### config.mk
export PLATFORM = sky130hd
export DESIGN_NAME = rd_descriptor_top
export DESIGN_NICKNAME = d
export VERILOG_FILES = /design/src/verilog/rd_pkg.sv /design/src/verilog/window_buffer.sv /design/src/verilog/ring_sampler.sv /design/src/verilog/rd_code_mapper.sv /design/src/verilog/rd_descriptor_top.sv
export SDC_FILE = /design/constraint.sdc
export NUM_CORES = 1
export LEC_CHECK = 0
export BUFFER_PORTS_ARGS = -buffer_cell sky130_fd_sc_hd__buf_2
export CAP_MARGIN = 40
export CORE_ASPECT_RATIO = 0.7
export CORE_MARGIN = 3
export CORE_UTILIZATION = 40
export DETAILED_ROUTE_END_ITERATION = 10
export MAX_ROUTING_LAYER = met4
export PLACE_DENSITY_LB_ADDON = 0.2
export SYNTH_ARGS = -nofsm -noshare
export SYNTH_HDL_FRONTEND = slang
export SYNTH_SLANG_ARGS = --single-unit
export TNS_END_PERCENT = 100
### constraint.sdc
create_clock -name clk -period 8.65 [get_ports clk]
set_input_delay 1.73 -clock clk [delete_from_list [all_inputs] [get_ports clk]]
set_output_delay 1.73 -clock clk [all_outputs]
set_load 0.1 [all_outputs]
### src/verilog/rd_pkg.sv
`default_nettype none

package rd_pkg;

    // frame geometry, any size from 5x5 up
    localparam int COLS = 16;
    localparam int ROWS = 12;

    // 5x5 neighbourhood, centre at offset 2
    localparam int WIN = 5;
    localparam int CTR = WIN / 2;

    // one sampler per 45 degree step
    localparam int DIRS = 8;

    // unit step per direction, k*45 deg ccw from east
    // positive dy points up, toward lower row numbers
    localparam int DIR_DX [DIRS] = '{1, 1, 0, -1, -1, -1, 0, 1};
    localparam int DIR_DY [DIRS] = '{0, 1, 1, 1, 0, -1, -1, -1};

    // odd directions fall between grid points
    localparam int DIR_DIAG [DIRS] = '{0, 1, 0, 1, 0, 1, 0, 1};

    // raw intensity
    typedef logic [7:0] pixel_t;

    // four pixels summed, or one pixel scaled by four
    typedef logic [9:0] sample_t;

    // raster position
    typedef logic [$clog2(COLS)-1:0] col_t;
    typedef logic [$clog2(ROWS)-1:0] row_t;

    // bit k comes from direction k
    typedef logic [DIRS-1:0] code_t;

    // rotation-invariant uniform label, 0 to 9
    typedef logic [3:0] riu_t;

    // more than two transitions around the ring
    localparam riu_t RIU_NONUNIFORM = 4'd9;

    // px[row][col], offset 0 is the top-left pixel
    typedef struct packed {
        pixel_t [WIN-1:0][WIN-1:0] px;
    } window_t;

endpackage

`default_nettype wire

### src/verilog/window_buffer.sv
`timescale 1ns/10ps
`default_nettype none

module window_buffer (
    input  logic            clk,
    input  logic            arst_n_i,
    input  rd_pkg::pixel_t  pixel_i,
    input  logic            pixel_stb_i,
    output rd_pkg::window_t win_o,
    output logic            win_stb_o,
    output logic            win_last_o
);

    import rd_pkg::*;

    // raster position of the incoming pixel
    col_t col_q;
    row_t row_q;

    // line memories, [0] is the row just above, [WIN-2] the oldest
    pixel_t row_mem [WIN-1][COLS];

    // column under the current pixel, [0] top row, [WIN-1] current row
    pixel_t [WIN-1:0] col_vec;

    // last five columns, [0] leftmost
    pixel_t [WIN-1:0] col_sh [WIN];

    logic interior;
    logic last_px;
    logic win_stb_q;
    logic win_last_q;

    // a window is complete once four rows and four columns lie behind
    assign interior = (row_q >= row_t'(WIN - 1)) && (col_q >= col_t'(WIN - 1));
    assign last_px  = (row_q == row_t'(ROWS - 1)) && (col_q == col_t'(COLS - 1));

    // stack the stored rows above the live pixel
    always_comb begin
        col_vec[WIN-1] = pixel_i;
        for (int k = 0; k < WIN - 1; k++) begin
            col_vec[WIN-2-k] = row_mem[k][col_q];
        end
    end

    // raster counters, wrap to (0, 0) after the last pixel
    always_ff @(posedge clk or negedge arst_n_i) begin
        if (!arst_n_i) begin
            col_q <= '0;
            row_q <= '0;
        end else if (pixel_stb_i) begin
            if (col_q == col_t'(COLS - 1)) begin
                col_q <= '0;
                if (row_q == row_t'(ROWS - 1)) begin
                    row_q <= '0;
                end else begin
                    row_q <= row_q + 1'b1;
                end
            end else begin
                col_q <= col_q + 1'b1;
            end
        end
    end

    // each row memory passes its old pixel one row further up
    always_ff @(posedge clk) begin
        if (pixel_stb_i) begin
            row_mem[0][col_q] <= pixel_i;
            for (int k = 1; k < WIN - 1; k++) begin
                row_mem[k][col_q] <= row_mem[k-1][col_q];
            end
        end
    end

    // column shift, newest column enters on the right
    always_ff @(posedge clk) begin
        if (pixel_stb_i) begin
            for (int j = 0; j < WIN - 1; j++) begin
                col_sh[j] <= col_sh[j+1];
            end
            col_sh[WIN-1] <= col_vec;
        end
    end

    // window strobes, one cycle behind the completing pixel
    always_ff @(posedge clk or negedge arst_n_i) begin
        if (!arst_n_i) begin
            win_stb_q  <= 1'b0;
            win_last_q <= 1'b0;
        end else begin
            win_stb_q  <= pixel_stb_i && interior;
            win_last_q <= pixel_stb_i && last_px;
        end
    end

    // transpose columns into row-major window
    always_comb begin
        for (int r = 0; r < WIN; r++) begin
            for (int c = 0; c < WIN; c++) begin
                win_o.px[r][c] = col_sh[c][r];
            end
        end
    end

    assign win_stb_o  = win_stb_q;
    assign win_last_o = win_last_q;

endmodule

`default_nettype wire

### src/verilog/ring_sampler.sv
`timescale 1ns/10ps
`default_nettype none

module ring_sampler #(
    parameter int DIR = 0
) (
    input  logic            clk,
    input  logic            arst_n_i,
    input  rd_pkg::window_t win_i,
    output logic            bit_o
);

    import rd_pkg::*;

    sample_t r1_sample;
    sample_t r2_sample;
    logic    bit_q;

    // sum over the four corners spanned by two ring points
    // an axial direction collapses them to one pixel counted four times
    function automatic sample_t ring_sample(window_t w, int r);
        int x0;
        int y0;
        int x1;
        int y1;
        sample_t acc;
        // outer corner at distance r along the direction
        x1 = r * DIR_DX[DIR];
        y1 = r * DIR_DY[DIR];
        // inner corner one step back on a diagonal
        x0 = (r - DIR_DIAG[DIR]) * DIR_DX[DIR];
        y0 = (r - DIR_DIAG[DIR]) * DIR_DY[DIR];
        // up means lower row index
        acc = sample_t'(w.px[CTR-y0][CTR+x0]);
        acc = acc + sample_t'(w.px[CTR-y0][CTR+x1]);
        acc = acc + sample_t'(w.px[CTR-y1][CTR+x0]);
        acc = acc + sample_t'(w.px[CTR-y1][CTR+x1]);
        return acc;
    endfunction

    // both samples at four times intensity scale
    always_comb begin
        r1_sample = ring_sample(win_i, 1);
        r2_sample = ring_sample(win_i, 2);
    end

    // radial difference, outer ring not darker than inner
    always_ff @(posedge clk or negedge arst_n_i) begin
        if (!arst_n_i) begin
            bit_q <= 1'b0;
        end else begin
            bit_q <= (r2_sample >= r1_sample);
        end
    end

    assign bit_o = bit_q;

endmodule

`default_nettype wire

### src/verilog/rd_code_mapper.sv
`timescale 1ns/10ps
`default_nettype none

module rd_code_mapper (
    input  logic          clk,
    input  logic          arst_n_i,
    input  rd_pkg::code_t bits_i,
    input  logic          stb_i,
    input  logic          last_i,
    output rd_pkg::code_t code_o,
    output rd_pkg::riu_t  riu_o,
    output logic          code_stb_o,
    output logic          frame_end_o
);

    import rd_pkg::*;

    // neighbour pairs that differ, bit 7 wraps to bit 0
    code_t bit_edges;
    riu_t  label;

    // strobes lined up with the sampler bits
    logic stb_d;
    logic last_d;

    logic  code_stb_q;
    logic  frame_end_q;
    code_t code_q;
    riu_t  riu_q;

    assign bit_edges = bits_i ^ {bits_i[0], bits_i[DIRS-1:1]};

    // uniform patterns keep their ones count
    always_comb begin
        if ($countones(bit_edges) <= 2) begin
            label = riu_t'($countones(bits_i));
        end else begin
            label = RIU_NONUNIFORM;
        end
    end

    always_ff @(posedge clk or negedge arst_n_i) begin
        if (!arst_n_i) begin
            stb_d       <= 1'b0;
            last_d      <= 1'b0;
            code_stb_q  <= 1'b0;
            frame_end_q <= 1'b0;
        end else begin
            stb_d       <= stb_i;
            last_d      <= stb_i && last_i;
            code_stb_q  <= stb_d;
            frame_end_q <= last_d;
        end
    end

    // code and label hold between strobes
    always_ff @(posedge clk) begin
        if (stb_d) begin
            code_q <= bits_i;
            riu_q  <= label;
        end
    end

    assign code_o      = code_q;
    assign riu_o       = riu_q;
    assign code_stb_o  = code_stb_q;
    assign frame_end_o = frame_end_q;

endmodule

`default_nettype wire

### src/verilog/rd_descriptor_top.sv
`timescale 1ns/10ps
`default_nettype none

module rd_descriptor_top (
    input  logic           clk,
    input  logic           arst_n_i,
    input  rd_pkg::pixel_t pixel_i,
    input  logic           pixel_stb_i,
    output rd_pkg::code_t  code_o,
    output rd_pkg::riu_t   riu_o,
    output logic           code_stb_o,
    output logic           frame_end_o
);

    import rd_pkg::*;

    window_t win;
    logic    win_stb;
    logic    win_last;
    code_t   rd_bits;

    // 5x5 neighbourhood builder
    window_buffer u_window_buffer (
        .clk         (clk),
        .arst_n_i    (arst_n_i),
        .pixel_i     (pixel_i),
        .pixel_stb_i (pixel_stb_i),
        .win_o       (win),
        .win_stb_o   (win_stb),
        .win_last_o  (win_last)
    );

    // one sampler per direction, bit k from direction k
    for (genvar k = 0; k < DIRS; k++) begin : g_dir
        ring_sampler #(
            .DIR (k)
        ) u_ring_sampler (
            .clk      (clk),
            .arst_n_i (arst_n_i),
            .win_i    (win),
            .bit_o    (rd_bits[k])
        );
    end

    // code packing and uniform label
    rd_code_mapper u_rd_code_mapper (
        .clk         (clk),
        .arst_n_i    (arst_n_i),
        .bits_i      (rd_bits),
        .stb_i       (win_stb),
        .last_i      (win_last),
        .code_o      (code_o),
        .riu_o       (riu_o),
        .code_stb_o  (code_stb_o),
        .frame_end_o (frame_end_o)
    );

endmodule

`default_nettype wire

* Yosys cells after proc, flatten, opt, wreduce, memory -nomap -nowiden
Memory sizes are Yosys's and may differ from the RTL's.
Cells that the tools add are included.
** Storage, ports and cells
- Register bits :: 34
- Word-level logic and storage cells :: 125
- Memories kept :: 2
- Output and inout bits :: 14
- Memory bits (writable) :: 712
- Input bits :: 11
** Memory list
- u_window_buffer.row_mem :: depth 4, width 128, rd ports 4, clocked after memory_dff 0, write ports 4, line window_buffer.sv:21 : pixel_t row_mem [WIN-1][COLS];
- u_window_buffer.col_sh :: depth 5, width 40, rd ports 5, clocked after memory_dff 0, write ports 5, line window_buffer.sv:27 : pixel_t [WIN-1:0] col_sh [WIN];
** Operators by class
- Equality and inequality tests :: 2
- Order comparisons :: 13
- Bitwise gates (word level) :: 2
- Add/subtract/negate cells :: 62
- Multiplexer cells :: 19
- Reduce and logical (&&, ||, !) cells :: 7
** Operators by type and width (count)
- 10-bit by 8-bit adder with 10-bit output :: 32
- 8-bit binary-select mux with 4-bit select :: 4
- 128-bit 2-to-1 mux :: 1
- 8-bit by 8-bit adder with 9-bit output :: 14
- 32-bit adder :: 3
- 10-bit greater-or-equal comparator :: 8
- 8-bit 2-to-1 mux :: 9
- 8-bit demux with 4-bit select :: 1
- 32-bit by 3-bit less-or-equal comparator with 1-bit output, second input constant :: 1
- 1-bit by 1-bit adder with 2-bit output :: 8
- 4-bit adder :: 3
- 4-bit by 1-bit adder with 4-bit output, second input constant :: 2
- 4-bit equality test, second input constant :: 2
- 4-bit by 3-bit greater-or-equal comparator with 1-bit output, second input constant :: 2
- 4-bit 2-to-1 mux :: 2
- 8-bit XOR :: 1
- 1-bit logical AND :: 6
- 5-bit greater-or-equal comparator, second input constant :: 1
- 5-bit by 1-bit less-than comparator with 1-bit output, second input constant :: 1
- 4-bit NOT with 5-bit output :: 1
- 1-bit 2-to-1 mux :: 2
- 2-bit AND reduction :: 1

* Longest topological paths before layout
Gate-level depths: netlist of the first run.
- Depth in word-level cells :: 6
- Mapped depth :: 19
- Depth with buffers taken out :: 19

* Hierarchy
A second synthesis of the first run with hierarchy kept.
** Second synthesis, totals
- Cell total of the unflattened synthesis :: 2061
- Area, all modules :: 34516.9 µm²
** Modules (own cells, without submodules)
- window_buffer :: sequential area each 21630.7 µm², instances 1, area each 25724.7 µm², cells an instance 1057
- ring_sampler at g_dir[1].u_ring_sampler :: sequential area each 25.0 µm², instances 1, area each 1760.4 µm², cells an instance 207
- ring_sampler at g_dir[5].u_ring_sampler :: sequential area each 25.0 µm², instances 1, area each 1752.9 µm², cells an instance 207
- ring_sampler at g_dir[7].u_ring_sampler :: sequential area each 25.0 µm², instances 1, area each 1751.7 µm², cells an instance 208
- ring_sampler at g_dir[3].u_ring_sampler :: sequential area each 25.0 µm², instances 1, area each 1747.9 µm², cells an instance 210
- rd_code_mapper :: sequential area each 460.4 µm², instances 1, area each 903.4 µm², cells an instance 60
- ring_sampler at g_dir[0].u_ring_sampler ... :: sequential area each 25.0 µm², instances 4, area each 219.0 µm², cells an instance 28

* Least setup slack after synthesis of the first run
Ideal clock, no wire load.
- Path kind :: input to register
- From :: in pixel_stb_i
- To :: mem u_window_buffer.row_mem[0][100] (netlist bit) (enable)
- Arrival :: 4.282 ns
- Required time :: 8.189 ns
- Setup time :: 0.461 ns
- Slack :: 3.907 ns
- Buffers on the path :: 1
- Stages :: 3
- Cells stage by stage :: buf_2 nand2_1 nor3_1
** RTL lines
- from (decl) :: line rd_descriptor_top.sv:8 : input logic pixel_stb_i,
- to (decl) :: line window_buffer.sv:21

==> metrics.md, run 1 <==
| Metric | Value |
|---|---|
| Syn_area_per_cell | `approximately 17 um^2` |
| MaxCap Viol Count | `0` |
| Wire length per cell | `~23 um` |
| Core ar. | `~85000 um^2` |
| Tcrit/Tclk final | `about half` |
| Most frequent cell after synthesis | `edfxtp_1` |
| Initial antenna violation count | `0` |
| Htree depth | `3` |
| Crit start category | `flop` |
| RD Place Congestion | `around 0.86` |
| Synth-to-Final Area Change | `12.0%` |
| Filler cells | `7295` |
| Worst-skew pair later-pin latency | `around 0.63 ns` |
| Critical Path End Type | `flop` |
| Non-Filler Instances | `3335` |
| Post-synthesis sequential area ratio | `64.4%` |
| CP Cell Sequence | `ha_1 -> inv_1 -> fa_1 -> fa_1 -> inv_1 -> ha_1 -> fa_1 -> a21o_1 -> a21oi_1 -> o21ai_0 -> nor2_1 -> xor2_1 -> ha_1 -> a2111oi_0 -> a21oi_1` |
| Asr flop ratio synth | `2.95%` |
| R2r setup slk | `between 4 and 5 ns` |
| DRC Markers | `0` |
| Synth Flop Type | `edfxtp_1` |
| First-iteration detailed-routing DRC count | `1735` |
| GRT Overall Usage | `between 15 and 20%` |
| Unique masters post-synth | `41` |
| Placed cell area | `~36000 um^2` |
| Synth top area share | `~63%` |
| Worst path arrival time | `4.97 ns` |
| Commonest cells post-synth | `724 x edfxtp_1, 303 x inv_1, 201 x ha_1, 160 x mux4_2, 86 x fa_1` |
| Finished Core Util | `between 40% and 50%` |
| Hold-fix buffers at CTS | `0` |
| Post-synth EDFFs | `724` |
| Yosys reg bits | `around 750` |
| Pre-antenna DRT Iters | `5` |
| Clk sinks | `about 750` |
| Setup TNS | `0 ns` |
| First-pass GRT wire length | `approximately 110 mm` |
| Routed vias/inst | `between 5 and 6` |
| Largest net degree at the start of global routing | `66` |
| Clock slew at reported path FFs | `0.06 ns` |
| Row count | `89` |
| Ports | `25` |
| Vias post-DR | `between 15000 and 20000` |
| Setup CP Type | `flop to flop` |
| Design Area, Final | `38700 um^2` |
| Slowest Stage Delay on Critical Path | `a little over 0.6 ns` |
| Vias in the first global route | `between 15000 and 20000` |
| # port buffers | `24` |
| CP max stage cell | `fa_1` |
| Least-Margin Pin Slew | `around 0.83 ns` |
| Setup violations, final | `0` |
| Yosys top cell by area | `edfxtp_1` |
| Synthesized area | `approximately 35000 um^2` |
| Clock Path Buffers | `3` |
| Worst r2r src | `u_window_buffer.col_sh[0][136]$_DFFE_PP_` |
| Placed cells | `approximately 3200` |
| Worst EP required | `9.13 ns` |
| F_max | `between 200 and 250 MHz` |
| Final wirelength | `76.4 mm` |
| Cts repair resizes | `0` |
| RSZ-0062 raised after global routing | `false` |
| Antenna Violating Nets Remaining | `0` |
| Mapped Nets | `roughly 2300` |
| Outcome | `complete, no violations` |
| Die X | `~360 um` |
| Synth warnings | `0` |
| Synth Instances | `between 2000 and 2500` |
| Final #Nets | `around 2400` |
| Reg-to-reg endpoint | `g_dir[1].u_ring_sampler.bit_o$_DFF_PN0_` |
| Initial Util | `between 40% and 50%` |
| Clk Tree Root Cell | `clkbuf_16` |
| DP HPWL | `approximately 49 mm` |
| Min-delay src | `u_rd_code_mapper.last_d$_DFF_PN0_` |
| CTS tree | `yes` |
| Layout cells sized above 1 | `roughly 16%` |
| Hold/Removal Path Class | `flop to flop` |
| Crit path time final | `around 4.5 ns` |
| Critical path fanouts, max | `3` |
| Hold worst-path end | `u_rd_code_mapper.frame_end_o$_DFF_PN0_` |
| Area contributors post-synth | `edfxtp_1 63%, mux4_2 10%, ha_1 7.3%, fa_1 5.0%, inv_1 3.3%` |
| Die ar. | `around 90000 um^2` |
| Hold-critical path depth | `0` |
| Max transition margin | `between 40% and 50%` |
| Slew Limit Fails | `0` |
| Clock Skews | `0.0205 ns` |
| Number of diodes | `0` |
| Grt total ovfl | `0` |
| Num CTS Buffers | `75` |
| Reg2reg path depth | `15` |
| Final Hold Viols | `0` |
| Die Ht | `252 um` |
| Setup Fix Bufs, Post-CTS | `0` |
## state kept, by name, summed over array words and instances (netlist names)
signal and count:
u_rd_code_mapper.riu_o 4, u_rd_code_mapper.last_d 1, u_rd_code_mapper.code_o 8, g_dir.u_ring_sampler.bit_o 8, u_window_buffer.win_stb_o 1, u_window_buffer.row_mem 512
u_rd_code_mapper.frame_end_o 1, u_rd_code_mapper.code_stb_o 1, u_window_buffer.win_last_o 1, u_window_buffer.row_q 4, u_window_buffer.col_q 4, u_rd_code_mapper.stb_d 1
u_window_buffer.col_sh 200
## logic make-up after synthesis
group	count (synthesis)	share of synthesized area (%)
AOI/OAI and AO/OA	220	3.93
xor gates and xnor gates	83	2.10
adders and majority gates	287	12.2
buffers and inverters	344	3.95
DFF	746	64.4
muxes	161	10.4
and+or+nand+nor	207	2.90
## area by class of cell
cell class | count | area [um^2] | share of cell area (%)
Timing Repair Buffer | 57 | 458 | 1.18
Multi-Input combinational cell | 958 | 11100 | 28.5
Clock inverter | 39 | 392 | 1.01
Clock buffer | 95 | 1980 | 5.12
Tap cell | 1137 | 1420 | 3.67
Inverter | 303 | 1140 | 2.94
Sequential cell | 746 | 22300 | 57.6
## stage by stage
| step | hold WS (ns) | worst slack, ns |
|---|---|---|
| floorplan | 0.331 | 3.91 |
| global placement | 0.345 | 4.25 |
| detailed placement | 0.347 | 4.23 |
| CTS | 0.363 | 4.22 |
| global route | 0.367 | 3.81 |
| finish | 0.366 | 4.16 |
## per-layer routing
layer  wire length, um  track usage, %  vias to the layer above
met5                 0               -                        -
met2             32100            24.2                      437
met3              4650            3.14                       91
met4              1370            4.09                        0
met1             38200            27.7                     8990
li1                  -               -                     7835
## cells in the final DEF (no fill, tap or decap), types with 23 or more instances in the layout
| cell | synthesis | final |
|---|---|---|
| a21oi_1 | 66 | 66 |
| buf_2 | 7 | 23 |
| buf_4 | 0 | 29 |
| clkbuf_16 | 0 | 76 |
| edfxtp_1 | 724 | 724 |
| fa_1 | 86 | 86 |
| ha_1 | 201 | 201 |
| inv_1 | 303 | 303 |
| mux4_2 | 160 | 160 |
| nand2_1 | 43 | 43 |
| nor2_1 | 69 | 57 |
| o21a_1 | 26 | 26 |
| o21ai_0 | 62 | 62 |
| xnor2_1 | 38 | 38 |
| xor2_1 | 45 | 45 |
## worst max-delay path by stage
| stage | from | endpoint | slack [ns] | cells after the start |
|---|---|---|---|---|
| floorplan | pixel_stb_i | u_window_buffer.row_mem[0][100]$_DFFE_PP_ | 3.91 | 3 |
| global placement | u_window_buffer.col_sh[0][136]$_DFFE_PP_ | g_dir[1].u_ring_sampler.bit_o$_DFF_PN0_ | 4.25 | 15 |
| detailed placement | u_window_buffer.col_sh[0][136]$_DFFE_PP_ | g_dir[1].u_ring_sampler.bit_o$_DFF_PN0_ | 4.23 | 15 |
| CTS | u_window_buffer.col_sh[0][136]$_DFFE_PP_ | g_dir[1].u_ring_sampler.bit_o$_DFF_PN0_ | 4.22 | 15 |
| global route | u_window_buffer.col_sh[0][96]$_DFFE_PP_ | g_dir[1].u_ring_sampler.bit_o$_DFF_PN0_ | 3.81 | 18 |
| finish | u_window_buffer.col_sh[0][136]$_DFFE_PP_ | g_dir[1].u_ring_sampler.bit_o$_DFF_PN0_ | 4.16 | 15 |
## critical path: cells and delay by family, from the launching register on
kind | cells | cell delay [ns]
adder cells (fa/ha/maj) | 6 | 2.40
XOR/XNOR | 1 | 0.20
AND/OR/NAND/NOR | 1 | 0.14
AO/OA/AOI/OAI | 5 | 1.07
flip-flops | 1 | 0.41
buffers and inverters | 2 | 0.12
Power of run 1 is left out: the tool's default activity adds up to more than one toggle a clock period on the data nets, which glitch-free logic cannot reach.
==> run 2: changes to the inputs <==
==> constraint.sdc (replaced) <==
create_clock -name clk -period 4.4 [get_ports clk]
set_input_delay 0.88 -clock clk [delete_from_list [all_inputs] [get_ports clk]]
set_output_delay 0.88 -clock clk [all_outputs]
set_load 0.1 [all_outputs]
==> run 2 against run 1 <==
Net effect:
- register-to-register slack got worse by 3.9 ns
- clock skew rose by 0.021 ns
- cell area up 1.3%
- first-iteration DRC count down 2.4%
- cell count increased by 0.84%
- sequential share of layout area shrank 0.73 points
- critical path depth unchanged
- critical path type unchanged
- critical endpoint is now g_dir[3].u_ring_sampler.bit_o$_DFF_PN0_
- highest routed layer unchanged
==> metrics.md, run 2 (synthesis results as in run 1) <==
| Metric | Value |
|---|---|
| Largest net degree at the start of global routing | `135` |
| CP Cell Sequence | `ha_1 -> inv_1 -> fa_2 -> fa_1 -> inv_1 -> ha_1 -> fa_1 -> a21o_1 -> a21oi_1 -> o21ai_0 -> nor2_1 -> xor2_1 -> ha_1 -> a2111oi_2 -> a21oi_1` |
| Layout cells sized above 1 | `approximately 18%` |
| Core ar. | `85000 um^2` |
| Setup violations, final | `0` |
| Filler cells | `approximately 7300` |
| First-pass GRT wire length | `roughly 120 mm` |
| Slowest Stage Delay on Critical Path | `roughly 0.52 ns` |
| CP max stage cell | `fa_2` |
| Setup TNS | `0 ns` |
| Initial Util | `approximately two fifths` |
| Initial antenna violation count | `0` |
| Clock slew at reported path FFs | `0.06 ns` |
| Slew Limit Fails | `0` |
| Worst EP required | `4.88 ns` |
| F_max | `roughly 240 MHz` |
| Setup Fix Bufs, Post-CTS | `0` |
| Worst-skew pair later-pin latency | `0.63 ns` |
| Worst path arrival time | `about 4.7 ns` |
| GRT Overall Usage | `between 15 and 20%` |
| Vias in the first global route | `roughly 18000` |
| Ports | `25` |
| Critical path fanouts, max | `3` |
| Routed vias/inst | `about 5.2` |
| Setup CP Type | `flop to flop` |
| Die X | `358 um` |
| Clock Skews | `between 0.04 and 0.05 ns` |
| Row count | `89` |
| Clock Path Buffers | `3` |
| Largest regs | `u_window_buffer.row_mem x512, u_window_buffer.col_sh x200` |
| CTS tree | `yes` |
| Final #Nets | `about 2500` |
| First-iteration detailed-routing DRC count | `1694` |
| Critical Path End Type | `flop` |
| Wire length per cell | `about 22 um` |
| Worst r2r src | `u_window_buffer.col_sh[0][56]$_DFFE_PP_` |
| Grt total ovfl | `0` |
| Crit path from | `u_window_buffer.col_sh[0][56]$_DFFE_PP_` |
| Most frequent cells in the layout | `724 x edfxtp_1, 303 x inv_1, 201 x ha_1` |
| Tcrit/Tclk final | `94.9%` |
| Met1 Track Usage GR | `a little over a quarter` |
| Hold/Removal Path Class | `input pin to asynchronous set/reset pin` |
| Pre-antenna DRT Iters | `7` |
| Number of flip-flops in the largest register | `512` |
| Final Hold Viols | `0` |
| DRC Markers | `0` |
| Die Ht | `between 200 and 300 um` |
| Crit start category | `flop` |
| Largest reg by FF count | `u_window_buffer.row_mem` |
| Most used cell along the critical path | `ha_1` |
| Outcome | `complete, no violations` |
| Vias post-DR | `~17000` |
| Max transition margin | `41.0%` |
| Clk Tree Root Cell | `clkbuf_16` |
| Num CTS Buffers | `76` |
| Crit path time final | `4.18 ns` |
| Hold-fix buffers at CTS | `0` |
| RD Place Congestion | `between 0.7 and 0.8` |
| M3 GR Usage | `3.15%` |
| DP HPWL | `48.4 mm` |
| Least-Margin Pin Slew | `0.885 ns` |
| Grt met2 use | `24.7%` |
| Final wirelength | `between 70 and 80 mm` |
| Synth-to-Final Area Change | `13.4%` |
| Commonest non-fill, non-tap cell in the layout | `edfxtp_1` |
| Die ar. | `90100 um^2` |
| Htree depth | `3` |
| Antenna Violating Nets Remaining | `0` |
| MaxCap Viol Count | `0` |
| Clk sinks | `~750` |
| GRT busiest layer | `met1` |
| # port buffers | `24` |
## run 2: cell count changes in the layout (fill, tap and decap cells not counted), moves of 3 or more
cell       change
a2111oi_0      -4
a2111oi_2      +3
a21boi_0       -7
a21boi_1       +6
a21oi_1        -5
a21oi_2        +5
buf_12        +12
buf_4         +12
clkinv_2       -5
inv_6          +3
o21ai_0        -7
o21ai_1        +6
## run 2: final timing paths
kind                                                            to  slack [ns]  cells past startpoint
setup / recovery           g_dir[3].u_ring_sampler.bit_o$_DFF_PN0_        0.22                     15
hold / removal             g_dir[3].u_ring_sampler.bit_o$_DFF_PN0_        0.32                      1
setup reg to reg           g_dir[3].u_ring_sampler.bit_o$_DFF_PN0_        0.22                     15
hold reg to reg             u_rd_code_mapper.frame_end_o$_DFF_PN0_        0.36                      0
max in group asynchronous     u_window_buffer.col_q[2]$_DFFE_PN0P_        3.54                      1
min in group clk            u_rd_code_mapper.frame_end_o$_DFF_PN0_        0.36                      0
## run 2: cell type report
class | instances | area (um^2) | area share (%)
well taps | 1137 | 1420 | 3.63
clock buffers | 98 | 2020 | 5.14
multi-input cells | 958 | 11200 | 28.4
inverters | 303 | 1140 | 2.90
clock inverters | 41 | 465 | 1.19
diodes | 1 | 2.50 | 0.00638
repair buffers | 79 | 733 | 1.87
flip-flops and latches | 746 | 22300 | 56.8
## run 2: what timing repair did
item                                    CTS  global route
resized for setup                         1            38
endpoints found under the setup margin    2             4
pin swaps                                 0             3
## run 2: through the flow
| step | cells | hold WS, ns | area, um^2 | utilization, % | setup slack [ns] |
|---|---|---|---|---|---|
| after detailed placement | 3223 | 0.351 | 36600 | 43.1 | -0.0440 |
| after CTS | 3362 | 0.297 | 39100 | 46.1 | 0.00711 |
| after global placement | 3221 | 0.344 | 36600 | 43.1 | 0.0561 |
| after floorplan | 2048 | 0.331 | 34600 | - | 0.502 |
| final | 3363 | 0.318 | 39200 | 46.2 | 0.224 |
| after global routing | 3362 | 0.325 | 39200 | 46.2 | -0.00893 |
## run 2: per-layer routing
layer | vias to the layer above | part of all wire (%)
li1 | 7912 | -
met1 | 9019 | 50
met2 | 404 | 43
met3 | 102 | 5.4
met4 | 0 | 1.7
met5 | - | 0
## run 2: critical path, delay by kind of cell (launching register included)
kind / cells / cell delay, ns
xor+xnor: 1 / 0.17
buf+inv: 2 / 0.13
compound gates: 5 / 1.03
simple gates: 1 / 0.13
fa+ha+maj: 6 / 2.18
flops: 1 / 0.41
Power of run 2 is left out for the same reason.
==> run 3: changes to the inputs <==
--- a/config.mk
+++ b/config.mk
@@ -9,7 +9,7 @@
 export CAP_MARGIN = 40
 export CORE_ASPECT_RATIO = 0.7
 export CORE_MARGIN = 3
-export CORE_UTILIZATION = 40
+export CORE_UTILIZATION = 48
 export DETAILED_ROUTE_END_ITERATION = 10
 export MAX_ROUTING_LAYER = met4
 export PLACE_DENSITY_LB_ADDON = 0.2
==> run 3 against run 2 <==
Net effect:
- global-route usage increased by 3.0 points
- largest cell class unchanged
- register-to-register slack about the same
- maximum frequency decreased by 0.31%
- highest routed layer unchanged
==> metrics.md, run 3 (synthesis results as in run 1) <==
| Metric | Value |
|---|---|
| Vias post-DR | `around 17000` |
| # port buffers | `24` |
| Design Area, Final | `a little under 40000 um^2` |
| First-pass GRT wire length | `roughly 110 mm` |
| Outcome | `complete, no violations` |
| Hold-fix buffers at CTS | `0` |
| Tcrit/Tclk final | `between 90 and 100%` |
| Core ar. | `slightly above 70000 um^2` |
| Finished Core Util | `between 50 and 60%` |
| MaxCap Viol Count | `0` |
| Ports | `25` |
| Number of diodes | `0` |
| Max transition margin | `41.9%` |
| Footprint of the multi-input gates | `11200 um^2` |
| Final #Nets | `approximately 2400` |
| Clock Skews | `between 0.02 and 0.025 ns` |
| GRT Overall Usage | `20.7%` |
| Final Hold Viols | `0` |
| Pre-antenna DRT Iters | `5` |
| Filler cells | `5580` |
| Routed vias/inst | `about 5.5` |
| Least-Margin Pin Slew | `slightly below 0.9 ns` |
| Die ar. | `around 75000 um^2` |
| Largest reg by FF count | `u_window_buffer.row_mem` |
| Setup WS pre-CTS | `roughly 0.018 ns` |
| Critical Path End Type | `flop` |
| Largest regs | `u_window_buffer.row_mem x512, u_window_buffer.col_sh x200` |
| Critical path fanouts, max | `3` |
| Clock slew at reported path FFs | `0.06 ns` |
| RD Place Congestion | `about 0.84` |
| Worst-skew pair later-pin latency | `between 0.6 and 0.7 ns` |
| Setup Fix Bufs, Post-CTS | `0` |
| Vias in the first global route | `between 15000 and 20000` |
| Row count | `slightly above 80` |
| Number of flip-flops in the largest register | `512` |
| DRC Markers | `0` |
| F_max | `about 240 MHz` |
| Crit start category | `flop` |
| Clk Tree Root Cell | `clkbuf_16` |
| CTS tree | `yes` |
| Die X | `327 um` |
| Setup violations, final | `0` |
| Setup ws final | `around 0.21 ns` |
| Reg area | `22300 um^2` |
| First-iteration detailed-routing DRC count | `~1600` |
| Final wirelength | `73.0 mm` |
| Initial antenna violation count | `4` |
| Commonest non-fill, non-tap cell in the layout | `edfxtp_1` |
| Num CTS Buffers | `73` |
| Worst path arrival time | `around 4.7 ns` |
| Clock Path Buffers | `3` |
| Placed cell area | `36200 um^2` |
| Synth-to-Final Area Change | `11.8%` |
| Layout cells sized above 1 | `16.6%` |
| Setup CP Type | `flop to flop` |
| Largest net degree at the start of global routing | `140` |
| Antenna Violating Nets Remaining | `0` |
| Grt total ovfl | `0` |
| Hold/Removal Path Class | `input pin to asynchronous set/reset pin` |
| Slew Limit Fails | `0` |
| Clk sinks | `746` |
| Most frequent cells in the layout | `724 x edfxtp_1, 303 x inv_1, 199 x ha_1` |
| Initial Util | `49.0%` |
| DP HPWL | `roughly 46 mm` |
| Crit path time final | `roughly 4.2 ns` |
| Wire length per cell | `between 20 and 25 um` |
| Die Ht | `231 um` |
| Worst EP required | `approximately 4.9 ns` |
| Htree depth | `3` |
## run 3: through the flow
step / hold WS [ns] / cells / setup TNS, ns
CTS: 0.322 / 3149 / 0
floorplan: 0.331 / 2048 / 0
detailed placement: 0.335 / 3020 / 0
global route: 0.348 / 3149 / -0.0237
finish: 0.346 / 3149 / 0
global placement: 0.332 / 3018 / 0
## run 3: repair_timing
action / 4_1_cts / 5_1_grt
resized for setup: 1 / 36
pin swaps: 0 / 4
setup endpoints to repair: 1 / 4
## run 3: layout make-up
| type | count | share of cell area, % |
|---|---|---|
| flip-flops and latches | 746 | 57.7 |
| multi-input cells | 958 | 28.9 |
| clock buffers | 92 | 5.07 |
| well taps | 954 | 3.09 |
| inverters | 303 | 2.94 |
| repair buffers | 59 | 1.35 |
| clock inverters | 37 | 1.03 |
## run 3: worst paths after layout
kind	start	endpoint	slack, ns	depth (start not counted)
max	u_window_buffer.col_sh[0][56]$_DFFE_PP_	g_dir[3].u_ring_sampler.bit_o$_DFF_PN0_	0.21	15
min reg2reg	u_rd_code_mapper.last_d$_DFF_PN0_	u_rd_code_mapper.frame_end_o$_DFF_PN0_	0.35	0
max in group asynchronous	arst_n_i	u_window_buffer.col_q[0]$_DFFE_PN0P_	3.47	1
min	arst_n_i	u_window_buffer.col_q[1]$_DFFE_PN0P_	0.35	1
min in group clk	u_rd_code_mapper.last_d$_DFF_PN0_	u_rd_code_mapper.frame_end_o$_DFF_PN0_	0.35	0
max reg2reg	u_window_buffer.col_sh[0][56]$_DFFE_PP_	g_dir[3].u_ring_sampler.bit_o$_DFF_PN0_	0.21	15
## run 3: routing by layer
| layer | vias to the layer above | global-route usage [%] | wire length (um) |
|---|---|---|---|
| met5 | - | - | 0 |
| li1 | 7850 | - | - |
| met3 | 98 | 4.28 | 5580 |
| met4 | 0 | 4.11 | 1260 |
| met2 | 514 | 29.8 | 32200 |
| met1 | 8925 | 30.9 | 33900 |
## run 3: worst max-delay path: stages, from the launching register on
cell and delay [ns]:
edfxtp_1 0.43, ha_1 0.24, inv_1 0.08, fa_2 0.49, fa_1 0.50, inv_1 0.04
ha_1 0.22, fa_1 0.40, a21o_1 0.20, a21oi_1 0.22, o21ai_1 0.14, nor2_1 0.13
xor2_1 0.19, ha_1 0.28, a2111oi_2 0.37, a21oi_1 0.11
Power of run 3 is left out for the same reason.
